===== src/include/fetch_macros.svh =====
`ifndef FETCH_MACROS_SVH
`define FETCH_MACROS_SVH

// First fetch address out of reset.
`define FETCH_RESET_PC 32'h0000_0100

// Entries in the fetch queue, a power of two.
`define FETCH_BUF_DEPTH 4

// addi x0, x0, 0
`define FETCH_NOP 32'h0000_0013

`endif

===== src/hw/fetch_ctrl_pkg.sv =====
`default_nettype none

package fetch_ctrl_pkg;

  // Highest priority first, after cause_none.
  typedef enum logic [2:0] {
    cause_none   = 3'd0,
    cause_trap   = 3'd1,
    cause_mret   = 3'd2,
    cause_branch = 3'd3,
    cause_jump   = 3'd4
  } redirect_cause_t;

  typedef enum logic [1:0] {
    fetch_idle    = 2'd0, // No request, entry may be pending.
    fetch_request = 2'd1, // Request on the memory port.
    fetch_hold    = 2'd2  // Entry blocked by a full queue.
  } fetch_state_t;

endpackage

`default_nettype wire


===== src/hw/fetch_types_pkg.sv =====
`default_nettype none

`include "fetch_macros.svh"

package fetch_types_pkg;

  localparam int buf_idx_w = $clog2(`FETCH_BUF_DEPTH); // Index bits of the queue.

  typedef logic [31:0] addr_t;

  // Compressed forms use only the low half.
  typedef logic [31:0] instr_t;

  typedef logic [buf_idx_w:0] buf_ptr_t; // Top bit flips on wrap.

endpackage

`default_nettype wire


===== src/hw/fetch_unit.sv =====
`timescale 1ns/100ps
`default_nettype none

module fetch_unit (
  input  logic                    clock,
  input  logic                    reset,
  output logic                    imem_valid,
  output fetch_types_pkg::addr_t  imem_addr,
  input  logic                    imem_ready,
  input  fetch_types_pkg::instr_t imem_rdata,
  input  logic                    trap,
  input  fetch_types_pkg::addr_t  trap_vector,
  input  logic                    mret,
  input  fetch_types_pkg::addr_t  return_pc,
  input  logic                    branch_redirect,
  input  fetch_types_pkg::addr_t  branch_target,
  output logic                    out_valid,
  output fetch_types_pkg::addr_t  out_pc,
  output fetch_types_pkg::instr_t out_instr,
  output logic                    out_compressed,
  output logic                    out_jump,
  input  logic                    out_ready
);

  import fetch_types_pkg::*;

  logic   push_valid;
  addr_t  push_pc;
  instr_t push_instr;
  logic   full;
  logic   head_valid;
  addr_t  head_pc;
  instr_t head_instr;
  logic   pop;
  logic   jump_redirect;
  addr_t  jump_target;
  logic   flush;

  fetch_stage u_fetch_stage (
    .clock           (clock),
    .reset           (reset),
    .trap            (trap),
    .trap_vector     (trap_vector),
    .mret            (mret),
    .return_pc       (return_pc),
    .branch_redirect (branch_redirect),
    .branch_target   (branch_target),
    .jump_redirect   (jump_redirect),
    .jump_target     (jump_target),
    .imem_ready      (imem_ready),
    .imem_rdata      (imem_rdata),
    .imem_valid      (imem_valid),
    .imem_addr       (imem_addr),
    .push_valid      (push_valid),
    .push_pc         (push_pc),
    .push_instr      (push_instr),
    .full            (full),
    .flush           (flush)
  );

  fetch_buffer u_fetch_buffer (
    .clock      (clock),
    .reset      (reset),
    .flush      (flush),
    .push_valid (push_valid),
    .push_pc    (push_pc),
    .push_instr (push_instr),
    .full       (full),
    .head_valid (head_valid),
    .head_pc    (head_pc),
    .head_instr (head_instr),
    .pop        (pop)
  );

  instr_predecode u_instr_predecode (
    .clock          (clock),
    .reset          (reset),
    .flush          (flush),
    .head_valid     (head_valid),
    .head_pc        (head_pc),
    .head_instr     (head_instr),
    .pop            (pop),
    .jump_redirect  (jump_redirect),
    .jump_target    (jump_target),
    .out_valid      (out_valid),
    .out_pc         (out_pc),
    .out_instr      (out_instr),
    .out_compressed (out_compressed),
    .out_jump       (out_jump),
    .out_ready      (out_ready)
  );

endmodule

`default_nettype wire


===== src/hw/instr_predecode.sv =====
`timescale 1ns/100ps
`default_nettype none

`include "fetch_macros.svh"

module instr_predecode (
  input  logic                    clock,
  input  logic                    reset,
  input  logic                    flush,
  input  logic                    head_valid,
  input  fetch_types_pkg::addr_t  head_pc,
  input  fetch_types_pkg::instr_t head_instr,
  output logic                    pop,
  output logic                    jump_redirect,
  output fetch_types_pkg::addr_t  jump_target,
  output logic                    out_valid,
  output fetch_types_pkg::addr_t  out_pc,
  output fetch_types_pkg::instr_t out_instr,
  output logic                    out_compressed,
  output logic                    out_jump,
  input  logic                    out_ready
);

  import fetch_types_pkg::*;

  logic   is_compressed;
  logic   is_jal;
  logic   is_cj;
  logic   is_jump;
  logic   load;
  addr_t  j_imm;
  addr_t  cj_imm;
  instr_t instr_q;

  assign is_compressed = (head_instr[1:0] != 2'b11);
  assign is_jal = (head_instr[6:0] == 7'b1101111);
  assign is_cj = (head_instr[1:0] == 2'b01) && (head_instr[15:13] == 3'b101);
  assign is_jump = is_jal || is_cj;

  assign j_imm = {{11{head_instr[31]}}, head_instr[31], head_instr[19:12],
                  head_instr[20], head_instr[30:21], 1'b0};

  // Offset bits 11|4|9:8|10|6|7|3:1|5 sit at 12:2.
  assign cj_imm = {{20{head_instr[12]}}, head_instr[12], head_instr[8],
                   head_instr[10:9], head_instr[6], head_instr[7], head_instr[2],
                   head_instr[11], head_instr[5:3], 1'b0};

  assign jump_target = head_pc + (is_cj ? cj_imm : j_imm);

  assign pop = head_valid && (!out_valid || out_ready);
  assign jump_redirect = pop && is_jump;

  // A popped jump survives the flush it causes itself.
  assign load = pop && (is_jump || !flush);

  assign out_instr = out_valid ? instr_q : `FETCH_NOP;

  always_ff @(posedge clock) begin
    if (reset) begin
      out_valid <= 1'b0;
    end else if (load) begin
      out_valid <= 1'b1;
    end else if (flush || out_ready) begin
      out_valid <= 1'b0;
    end
  end

  always_ff @(posedge clock) begin
    if (load) begin
      out_pc <= head_pc;
      instr_q <= is_compressed ? {16'h0000, head_instr[15:0]} : head_instr;
      out_compressed <= is_compressed;
      out_jump <= is_jump;
    end
  end

endmodule

`default_nettype wire


===== src/hw/fetch_buffer.sv =====
`timescale 1ns/100ps
`default_nettype none

`include "fetch_macros.svh"

module fetch_buffer (
  input  logic                    clock,
  input  logic                    reset,
  input  logic                    flush,
  input  logic                    push_valid,
  input  fetch_types_pkg::addr_t  push_pc,
  input  fetch_types_pkg::instr_t push_instr,
  output logic                    full,
  output logic                    head_valid,
  output fetch_types_pkg::addr_t  head_pc,
  output fetch_types_pkg::instr_t head_instr,
  input  logic                    pop
);

  import fetch_types_pkg::*;

  addr_t    pc_mem [`FETCH_BUF_DEPTH];
  instr_t   instr_mem [`FETCH_BUF_DEPTH];
  buf_ptr_t wr_ptr;
  buf_ptr_t rd_ptr;
  logic     empty;
  logic     write;
  logic     read;

  assign empty = (wr_ptr == rd_ptr);
  assign full = (wr_ptr[buf_idx_w] != rd_ptr[buf_idx_w]) &&
                (wr_ptr[buf_idx_w-1:0] == rd_ptr[buf_idx_w-1:0]);

  assign write = push_valid && !full;
  assign read = pop && !empty;

  assign head_valid = !empty;
  assign head_pc = pc_mem[rd_ptr[buf_idx_w-1:0]];
  assign head_instr = empty ? `FETCH_NOP : instr_mem[rd_ptr[buf_idx_w-1:0]];

  always_ff @(posedge clock) begin
    if (reset || flush) begin
      wr_ptr <= '0; // Flush also beats a push.
      rd_ptr <= '0;
    end else begin
      if (write) begin
        wr_ptr <= wr_ptr + 1'b1;
      end
      if (read) begin
        rd_ptr <= rd_ptr + 1'b1;
      end
    end
  end

  always_ff @(posedge clock) begin
    if (write && !flush) begin
      pc_mem[wr_ptr[buf_idx_w-1:0]] <= push_pc;
      instr_mem[wr_ptr[buf_idx_w-1:0]] <= push_instr;
    end
  end

endmodule

`default_nettype wire


===== src/hw/fetch_stage.sv =====
`timescale 1ns/100ps
`default_nettype none

`include "fetch_macros.svh"

module fetch_stage (
  input  logic                   clock,
  input  logic                   reset,
  input  logic                   trap,
  input  fetch_types_pkg::addr_t trap_vector,
  input  logic                   mret,
  input  fetch_types_pkg::addr_t return_pc,
  input  logic                   branch_redirect,
  input  fetch_types_pkg::addr_t branch_target,
  input  logic                   jump_redirect,
  input  fetch_types_pkg::addr_t jump_target,
  input  logic                   imem_ready,
  input  fetch_types_pkg::instr_t imem_rdata,
  output logic                   imem_valid,
  output fetch_types_pkg::addr_t imem_addr,
  output logic                   push_valid,
  output fetch_types_pkg::addr_t push_pc,
  output fetch_types_pkg::instr_t push_instr,
  input  logic                   full,
  output logic                   flush
);

  import fetch_types_pkg::*;
  import fetch_ctrl_pkg::*;

  fetch_state_t    state;
  redirect_cause_t cause;
  addr_t           pc;
  addr_t           redirect_pc;
  addr_t           seq_pc;
  logic            accept;
  logic            entry_valid;
  addr_t           entry_pc;
  instr_t          entry_instr;

  always_comb begin
    cause = cause_none;
    redirect_pc = pc;
    if (trap) begin
      cause = cause_trap;
      redirect_pc = trap_vector;
    end else if (mret) begin
      cause = cause_mret;
      redirect_pc = return_pc;
    end else if (branch_redirect) begin
      cause = cause_branch;
      redirect_pc = branch_target;
    end else if (jump_redirect) begin
      cause = cause_jump;
      redirect_pc = jump_target;
    end
  end

  assign flush = (cause != cause_none);

  assign imem_valid = (state == fetch_request);
  assign imem_addr = pc;
  assign accept = imem_valid && imem_ready;

  // Step by the length of the word just returned.
  assign seq_pc = pc + ((imem_rdata[1:0] == 2'b11) ? 32'd4 : 32'd2);

  assign push_valid = entry_valid;
  assign push_pc = entry_pc;
  assign push_instr = entry_valid ? entry_instr : `FETCH_NOP;

  always_ff @(posedge clock) begin
    if (reset) begin
      state <= fetch_idle;
      pc <= `FETCH_RESET_PC;
      entry_valid <= 1'b0;
    end else if (flush) begin
      state <= fetch_request; // Pending request is dropped.
      pc <= redirect_pc;
      entry_valid <= 1'b0;
    end else begin
      case (state)
        fetch_idle, fetch_hold: begin
          if (!entry_valid || !full) begin
            state <= fetch_request; // Entry enters the queue now.
            entry_valid <= 1'b0;
          end else begin
            state <= fetch_hold;
          end
        end
        fetch_request: begin
          if (accept) begin
            state <= fetch_idle; // One cycle gap for the push.
            pc <= seq_pc;
            entry_valid <= 1'b1;
          end
        end
        default: begin
          state <= fetch_idle;
        end
      endcase
    end
  end

  always_ff @(posedge clock) begin
    if (accept && !flush) begin
      entry_pc <= pc;
      entry_instr <= imem_rdata;
    end
  end

endmodule

`default_nettype wire


===== config.mk =====
export PLATFORM = sky130hd
export DESIGN_NAME = fetch_unit
export DESIGN_NICKNAME = d
export VERILOG_FILES = /design/src/hw/fetch_ctrl_pkg.sv /design/src/hw/fetch_types_pkg.sv /design/src/hw/fetch_unit.sv /design/src/hw/instr_predecode.sv /design/src/hw/fetch_buffer.sv /design/src/hw/fetch_stage.sv
export VERILOG_INCLUDE_DIRS = /design/src /design/src/include
export SDC_FILE = /design/constraint.sdc
export NUM_CORES = 1
export LEC_CHECK = 0
export ABC_AREA = 1
export BUFFER_PORTS_ARGS = -buffer_cell sky130_fd_sc_hd__buf_2
export CORE_MARGIN = 2
export CORE_UTILIZATION = 60
export DETAILED_ROUTE_END_ITERATION = 8
export PLACE_DENSITY_LB_ADDON = 0.12
export SETUP_SLACK_MARGIN = 0.3
export SYNTH_ARGS = -nofsm -noshare
export SYNTH_HDL_FRONTEND = slang
export SYNTH_SLANG_ARGS = --single-unit
export TNS_END_PERCENT = 20

===== constraint.sdc =====
create_clock -name clock -period 10.96 [get_ports clock]
set_input_delay 1.096 -clock clock [delete_from_list [all_inputs] [get_ports clock]]
set_output_delay 1.096 -clock clock [all_outputs]
set_load 0.02 [all_outputs]

==> results_dict.tcl, run 1 <==
set metrics [dict create \
    die_h_um 186 \
    report.final.setup_viol 0 \
    core_region_area_mm2 0.0326 \
    post_drt_wl_per_cell_um 21.3 \
    final_common_cell "sky130_fd_sc_hd__nand2_1" \
    first_global_vias 14600 \
    critical_path.cell_chain "inv_2 > nand2_1 > nand2_1 > nand3_1 > inv_2 > nor2_2 > nor2_4 > nand4_1 > nand2_2 > a21oi_4 > nand2_1 > nor2_4 > buf_4" \
    ys_seq_elements 430 \
    detailedRoute.firstPassIterationCount 7 \
    worstSetupPathType "flop to flop" \
    commonest_non_fill_non_tap_cells_in_the_layout "sky130_fd_sc_hd__nand2_1 (457), sky130_fd_sc_hd__edfxtp_1 (386), sky130_fd_sc_hd__buf_2 (234)" \
    timing.setup.tns_ns 0 \
    final-seq-area_mm2 0.0125 \
    max-slew-margin-rel_pct 26.7 \
    htree_num_levels 2 \
    mean_cell_area_of_the_mapped_netlist_um2 10.0 \
    postSynth.topFlopCell "sky130_fd_sc_hd__edfxtp_1" \
    design.portCount 235 \
    overflow 0 \
    detailedRoute.firstIterationViolations 1937 \
    slowest_stage_cell_crit_path "sky130_fd_sc_hd__a21oi_4" \
    drv_cap 0 \
    timing.final.max_slew_violations 0 \
    cts_root_buf "sky130_fd_sc_hd__clkbuf_16" \
    critical_path_arrival_ns 5.34 \
    insertedDiodeCount 0 \
    drc 0 \
    ir_drop_uv 132 \
    die_area_mm2 0.0346 \
    multiInputGateArea_mm2 0.00626 \
    grtUsageTotal_pct 32.9 \
    crit_buf_inv 3 \
    final_layout_size_suffix_gt1_share_pct 15.5 \
    sequential_cell_area_fraction_in_the_yosys_report_pct 62.7 \
    critPathLaunch "u_fetch_buffer.wr_ptr[0]" \
    synth_warn 0 \
    antenna_found_initial 0 \
    grt_start_max_net_pins 100 \
    worst_hold_path_type "flop to flop" \
    clkTransAtPathRegs_ns 0.06 \
    hold_path.startpoint "u_fetch_stage.state[0]" \
    maxClockFrequency_mhz 193 \
    placed_cells 2592 \
    timing.clock.skew_ns 0.0278 \
    max-clock-path-buffers 3 \
    max_slew.worst_pin.slew_ns 1.10 \
    post-cts-setup-buffers 0 \
    weighted_congestion_reported_at_the_end_of_routability_driven_placement 0.999 \
    first_pass_grt_wire_length_um 84500 \
    cp_most_frequent_cell "sky130_fd_sc_hd__nand2_1" \
    netlist_instances 1985 \
    cp_data_required_time_ns 11.12 \
    layout.filler_cells 2467 \
    placement_rows 66 \
    leakage_nw 9.59 \
    cp-end-kind "flop" \
    synth.distinct_cells 47 \
    synth_nets 2159 \
    finalHoldViolCount 0 \
    final.period_utilization_pct 47.2 \
    insertion_delay_ns 0.56 \
    grt_setup_unrepaired "false" \
    ant_nets 0 \
    initial_core_util_pct 61.0 \
    crit_fanout 52 \
    cts_hold_buffers 0 \
    place_hpwl_um 39800 \
    design.final.nets 2370 \
    cts-buffers-inserted 44 \
    post_synthesis_cell_area_mm2 0.0199 \
    dp_worst_setup_slack_ns 5.93 \
    critical_path.startpoint_type "flop" \
    syn2layout_area_growth_pct 14.4 \
    finalCriticalPeriod_ns 5.18 \
    die_x_extent_um 186 \
    critical_path.max_stage_delay_ns 0.88 \
    tritoncts_num_sinks 430 \
    crit-reg2reg-launch "u_fetch_buffer.wr_ptr[0]" \
    final_routed_wirelength_um 56800 \
    worst_hold_slack_ns 0.483 \
    via_count 15500 \
    port-buffer-count 234 \
    tritoncts "yes" \
    powerDensity_mw_per_mm2 148 \
    post-route-worst-setup-slack_ns 5.78 \
    finalNonFillerCells 2670 \
    number_of_flops_mapped_to_enable_cells_by_yosys 386 \
    synth_async_sr_flop_share_pct 0 \
    cts.repair.resized 0 \
    viasPerCell 5.82 \
    run_status "completed" \
    critPathTopFamily "simple AND/OR/NAND/NOR gates" \
]
metal layers:
| layer | vias to the layer above | routed length [µm] | global-route usage, % |
|---|---|---|---|
| met1 | 7279 | 23600 | 47.4 |
| met5 | - | 0 | 0 |
| li1 | 7253 | - | - |
| met4 | 0 | 1870 | 10.6 |
| met3 | 124 | 5470 | 5.11 |
| met2 | 882 | 25900 | 51.7 |
synth_stat cells (7+ instances only):
cell,n,area share [%]
sky130_fd_sc_hd__nor3_1,22,0.55
sky130_fd_sc_hd__a21oi_1,146,3.7
sky130_fd_sc_hd__buf_1,14,0.26
sky130_fd_sc_hd__nor4_1,7,0.22
sky130_fd_sc_hd__buf_2,7,0.18
sky130_fd_sc_hd__dfxtp_1,44,4.4
sky130_fd_sc_hd__xor2_1,22,0.97
sky130_fd_sc_hd__o211ai_1,8,0.30
sky130_fd_sc_hd__ha_1,37,2.3
sky130_fd_sc_hd__o22ai_1,41,1.3
sky130_fd_sc_hd__nand4_1,17,0.53
sky130_fd_sc_hd__o21ai_0,153,3.8
sky130_fd_sc_hd__nor2_1,191,3.6
sky130_fd_sc_hd__o21ai_1,9,0.23
sky130_fd_sc_hd__clkbuf_1,52,0.98
sky130_fd_sc_hd__edfxtp_1,386,58
sky130_fd_sc_hd__xnor2_1,8,0.35
sky130_fd_sc_hd__nand3_1,71,1.8
sky130_fd_sc_hd__nand2_1,457,8.6
sky130_fd_sc_hd__buf_4,7,0.26
sky130_fd_sc_hd__inv_1,204,3.8
sky130_fd_sc_hd__a221oi_1,20,0.88
worst paths after layout:
check / endpoint / slack [ns] / depth (start not counted)
setup / recovery: u_fetch_buffer.pc_mem[2][28] / 5.78 / 13
hold / removal: u_fetch_stage.state[1] / 0.48 / 1
setup reg to reg: u_fetch_buffer.pc_mem[2][28] / 5.78 / 13
hold reg to reg: u_fetch_stage.state[1] / 0.48 / 1
per-stage QoR:
stage               power [W]  instance area, µm²  utilization [%]
finish                0.00336               22700             69.7
detailed placement    0.00198               21400             65.6
floorplan             0.00191               19900                -
CTS                   0.00337               22700             69.7
global route          0.00345               22700             69.7
global placement      0.00198               21400             65.6
layout make-up:
class,count,share of cell area [%]
inverter,211,3.49
clock inverter,19,0.732
tap,442,2.43
timing repair buffer,251,5.71
multi-input combinational,1258,27.5
sequential,430,54.8
clock buffer,59,5.27
cell families after synthesis:
logic type | synth area share (%)
AND/OR/NAND/NOR | 16.3
flip-flops | 62.7
AO/OA/AOI/OAI | 11.1
buffers and inverters | 6.02
adder cells (fa/ha/maj) | 2.53
XOR/XNOR | 1.32
worst reg2reg max path, cell delays in order, from the launching register on:
cell	delay, ns
sky130_fd_sc_hd__dfxtp_1	0.43
sky130_fd_sc_hd__inv_2	0.09
sky130_fd_sc_hd__nand2_1	0.07
sky130_fd_sc_hd__nand2_1	0.07
sky130_fd_sc_hd__nand3_1	0.49
sky130_fd_sc_hd__inv_2	0.41
sky130_fd_sc_hd__nor2_2	0.29
sky130_fd_sc_hd__nor2_4	0.14
sky130_fd_sc_hd__nand4_1	0.14
sky130_fd_sc_hd__nand2_2	0.12
sky130_fd_sc_hd__a21oi_4	0.88
sky130_fd_sc_hd__nand2_1	0.44
sky130_fd_sc_hd__nor2_4	0.45
sky130_fd_sc_hd__buf_4	0.72
flip-flops by register name (all words and copies together), names as in the netlist, named ones only:
signal                            count
u_instr_predecode.out_compressed      1
u_fetch_stage.push_valid              1
u_instr_predecode.instr_q            32
u_instr_predecode.out_valid           1
u_fetch_stage.imem_addr              32
u_fetch_buffer.pc_mem               128
u_fetch_buffer.instr_mem            128
u_instr_predecode.out_jump            1
u_fetch_stage.push_pc                32
u_fetch_buffer.wr_ptr                 3
u_fetch_stage.entry_instr            32
u_instr_predecode.out_pc             32
u_fetch_buffer.rd_ptr                 3
u_fetch_stage.state                   2
report_power, final:
part / switching [W] / internal [W]
registers: 0.0000247 / 0.00178
logic: 0.0000903 / 0.0000507
clock network: 0.000620 / 0.000799
(Power assumes the default switching activity.)
==> inputs of run 2 (changes only) <==
--- a/config.mk
+++ b/config.mk
@@ -6,10 +6,10 @@
 export SDC_FILE = /design/constraint.sdc
 export NUM_CORES = 1
 export LEC_CHECK = 0
-export ABC_AREA = 1
+export ABC_AREA = 0
 export BUFFER_PORTS_ARGS = -buffer_cell sky130_fd_sc_hd__buf_2
 export CORE_MARGIN = 2
-export CORE_UTILIZATION = 60
+export CORE_UTILIZATION = 52
 export DETAILED_ROUTE_END_ITERATION = 8
 export PLACE_DENSITY_LB_ADDON = 0.12
 export SETUP_SLACK_MARGIN = 0.3
==> constraint.sdc (replaced) <==
create_clock -name clock -period 4.59 [get_ports clock]
set_input_delay 0.459 -clock clock [delete_from_list [all_inputs] [get_ports clock]]
set_output_delay 0.459 -clock clock [all_outputs]
set_load 0.02 [all_outputs]
==> run 2 against run 1 <==
Via count is 23% lower. Critical path type unchanged. Sequential share of layout area increased by 1.3 points. Combinational power up 100%. First-iteration DRC count shrank 42%. Synthesized cell count is 38% lower.
==> results_dict.tcl, run 2 <==
set metrics [dict create \
    run_status "completed" \
    ys_seq_elements 430 \
    synth_nets 1413 \
    insertedDiodeCount 0 \
    syn2layout_area_growth_pct 19.7 \
    die_x_extent_um 193 \
    final.period_utilization_pct 92.8 \
    design.final.nets 1704 \
    critical_path.cell_chain "mux4_2 > and4bb_2 > nand2_2 > buf_4 > nor2_2 > nor2b_1 > ha_1 > a21o_1 > a21oi_2 > nor2b_1 > o41a_1 > nand2_2 > a31oi_2 > buf_4 > o2111a_1 > or3_1 > a311oi_2" \
    powerDensity_mw_per_mm2 362 \
    multiInputGateArea_mm2 0.00589 \
    timing.final.max_slew_violations 0 \
    critical_path.startpoint_type "flop" \
    design.portCount 235 \
    drc 0 \
    commonest_non_fill_non_tap_cells_in_the_layout "sky130_fd_sc_hd__edfxtp_1 (386), sky130_fd_sc_hd__buf_2 (234), sky130_fd_sc_hd__nand2_1 (88)" \
    number_of_flops_mapped_to_enable_cells_by_yosys 386 \
    cp-end-kind "flop" \
    critical_path.max_stage_delay_ns 0.55 \
    die_h_um 193 \
    weighted_congestion_reported_at_the_end_of_routability_driven_placement 0.938 \
    cts_root_buf "sky130_fd_sc_hd__clkbuf_16" \
    synth.distinct_cells 69 \
    post_drt_wl_per_cell_um 24.6 \
    final_layout_size_suffix_gt1_share_pct 29.8 \
    final_common_cell "sky130_fd_sc_hd__edfxtp_1" \
    mean_cell_area_of_the_mapped_netlist_um2 15.0 \
    viasPerCell 5.88 \
    max_slew.worst_pin.slew_ns 0.959 \
    critical_path_arrival_ns 4.73 \
    via_count 11900 \
    insertion_delay_ns 0.59 \
    leakage_nw 8.46 \
    antenna_found_initial 0 \
    yosys-top-cells-area "sky130_fd_sc_hd__edfxtp_1 (62%), sky130_fd_sc_hd__mux4_2 (7.8%), sky130_fd_sc_hd__dfxtp_1 (4.7%), sky130_fd_sc_hd__and2_1 (2.6%), sky130_fd_sc_hd__ha_1 (2.5%)" \
    postSynth.topFlopCell "sky130_fd_sc_hd__edfxtp_1" \
    crit_fanout 6 \
    synth_top_area_share_pct 62.4 \
    finalHoldViolCount 0 \
    htree_num_levels 2 \
    synth.largest_area_cell "sky130_fd_sc_hd__edfxtp_1" \
    cp_data_required_time_ns 5.06 \
    layout.filler_cells 2692 \
    post-route-worst-setup-slack_ns 0.329 \
    dp_worst_setup_slack_ns 0.0321 \
    timing.clock.skew_ns 0.0306 \
    initial_core_util_pct 52.4 \
    die_area_mm2 0.0372 \
    cts-buffers-inserted 44 \
    cts_hold_buffers 0 \
    placement_rows 69 \
    place_hpwl_um 34600 \
    clkTransAtPathRegs_ns 0.06 \
    worst_hold_path_type "input pin to flop" \
    core_region_area_mm2 0.0354 \
    critPathTopFamily "compound AO/OA/AOI/OAI gates" \
    overflow 0 \
    sequential_cell_area_fraction_in_the_yosys_report_pct 67.2 \
    tritoncts_num_sinks 430 \
    placed_cell_area_mm2 0.0205 \
    max-slew-margin-rel_pct 35.9 \
    drv_cap 0 \
    crit_buf_inv 2 \
    grt_start_max_net_pins 50 \
    finalCriticalPeriod_ns 4.26 \
    report.final.setup_viol 0 \
    grt_setup_unrepaired "true" \
    maxClockFrequency_mhz 235 \
    detailedRoute.firstPassIterationCount 6 \
    netlist_instances 1239 \
    synth_commonest_cells "sky130_fd_sc_hd__edfxtp_1 (386), sky130_fd_sc_hd__nand2_1 (90), sky130_fd_sc_hd__and2_1 (77)" \
    ant_nets 0 \
    slowest_stage_cell_crit_path "sky130_fd_sc_hd__mux4_2" \
    finish.instance_area_mm2 0.0222 \
    final-seq-area_mm2 0.0125 \
    max-clock-path-buffers 3 \
    tritoncts "yes" \
    worstSetupPathType "flop to flop" \
    first_pass_grt_wire_length_um 71700 \
    first_global_vias 11100 \
    port-buffer-count 234 \
    synth_warn 0 \
    post-synth-top-count-cell "sky130_fd_sc_hd__edfxtp_1" \
    ir_drop_uv 294 \
    final_routed_wirelength_um 49800 \
    post_synthesis_cell_area_mm2 0.0186 \
    detailedRoute.firstIterationViolations 1121 \
    grtUsageTotal_pct 26.8 \
    synth_async_sr_flop_share_pct 0 \
]
## run 2: layout make-up
cell class | instances | area share (%)
Clock buffer | 58 | 5.33
Clock inverter | 22 | 0.901
Inverter | 20 | 0.338
Multi-Input combinational cell | 734 | 26.5
Sequential cell | 430 | 56.2
Tap cell | 461 | 2.60
Timing Repair Buffer | 300 | 8.15
## run 2: power by group
part | switching, W | leakage (nW) | internal, W | total, W
clock network | 0.00150 | 0.666 | 0.00195 | 0.00345
logic | 0.000172 | 3.69 | 0.000117 | 0.000289
registers | 0.0000551 | 4.10 | 0.00425 | 0.00431
total | 0.00172 | 8.46 | 0.00632 | 0.00804
## run 2: final timing paths
path / startpoint / slack, ns / endpoint / cells past startpoint
max: flop / 0.33 / u_fetch_stage.imem_addr[30] / 17
min: imem_rdata[28] / 0.05 / u_fetch_stage.entry_instr[28] / 1
max reg2reg: flop / 0.33 / u_fetch_stage.imem_addr[30] / 17
min reg2reg: u_fetch_stage.imem_addr[0] / 0.47 / u_fetch_stage.push_pc[0] / 0
## run 2: routing by layer
metal / track usage, % / share of wire, % / wire length [µm] / vias up
met5: 0 / 0 / 0 / -
li1: - / - / - / 5402
met4: 6.53 / 2.0 / 1010 / 0
met2: 39.6 / 45 / 22400 / 501
met1: 41.4 / 45 / 22500 / 5948
met3: 5.36 / 7.7 / 3830 / 56
## run 2: per-stage QoR
stage	hold WS, ns	power, W	std cells	utilization, %	setup TNS, ns
6_report	0.0530	0.00804	2025	62.8	0
5_1_grt	0.0324	0.00828	2025	62.8	0
4_1_cts	0.0330	0.00808	2016	62.3	0
3_5_place_dp	0.454	0.00467	1927	58.0	0
3_3_place_gp	0.448	0.00467	1927	58.0	0
2_1_floorplan	0.452	0.00451	1239	-	-57.16
## run 2: logic make-up (layout without fill, tap and decap cells)
group                      count (synthesis)  in the layout  synth area share, %
buffers and inverters                     75            400                 1.73
DFF                                      430            430                 67.2
and+or+nand+nor                          326            326                 8.80
muxes                                     71             71                 8.14
xor gates and xnor gates                  59             59                 2.78
adders and majority gates                 39             39                 2.71
AOI/OAI and AO/OA                        239            239                 8.65
## run 2: repair_timing
action / in CTS / in global routing
endpoints found under the setup margin: 12 / 16
resized for setup: 10 / 25
buffers inserted: 7 / 9
gates cloned: 2 / 0
pin swaps: 2 / 13
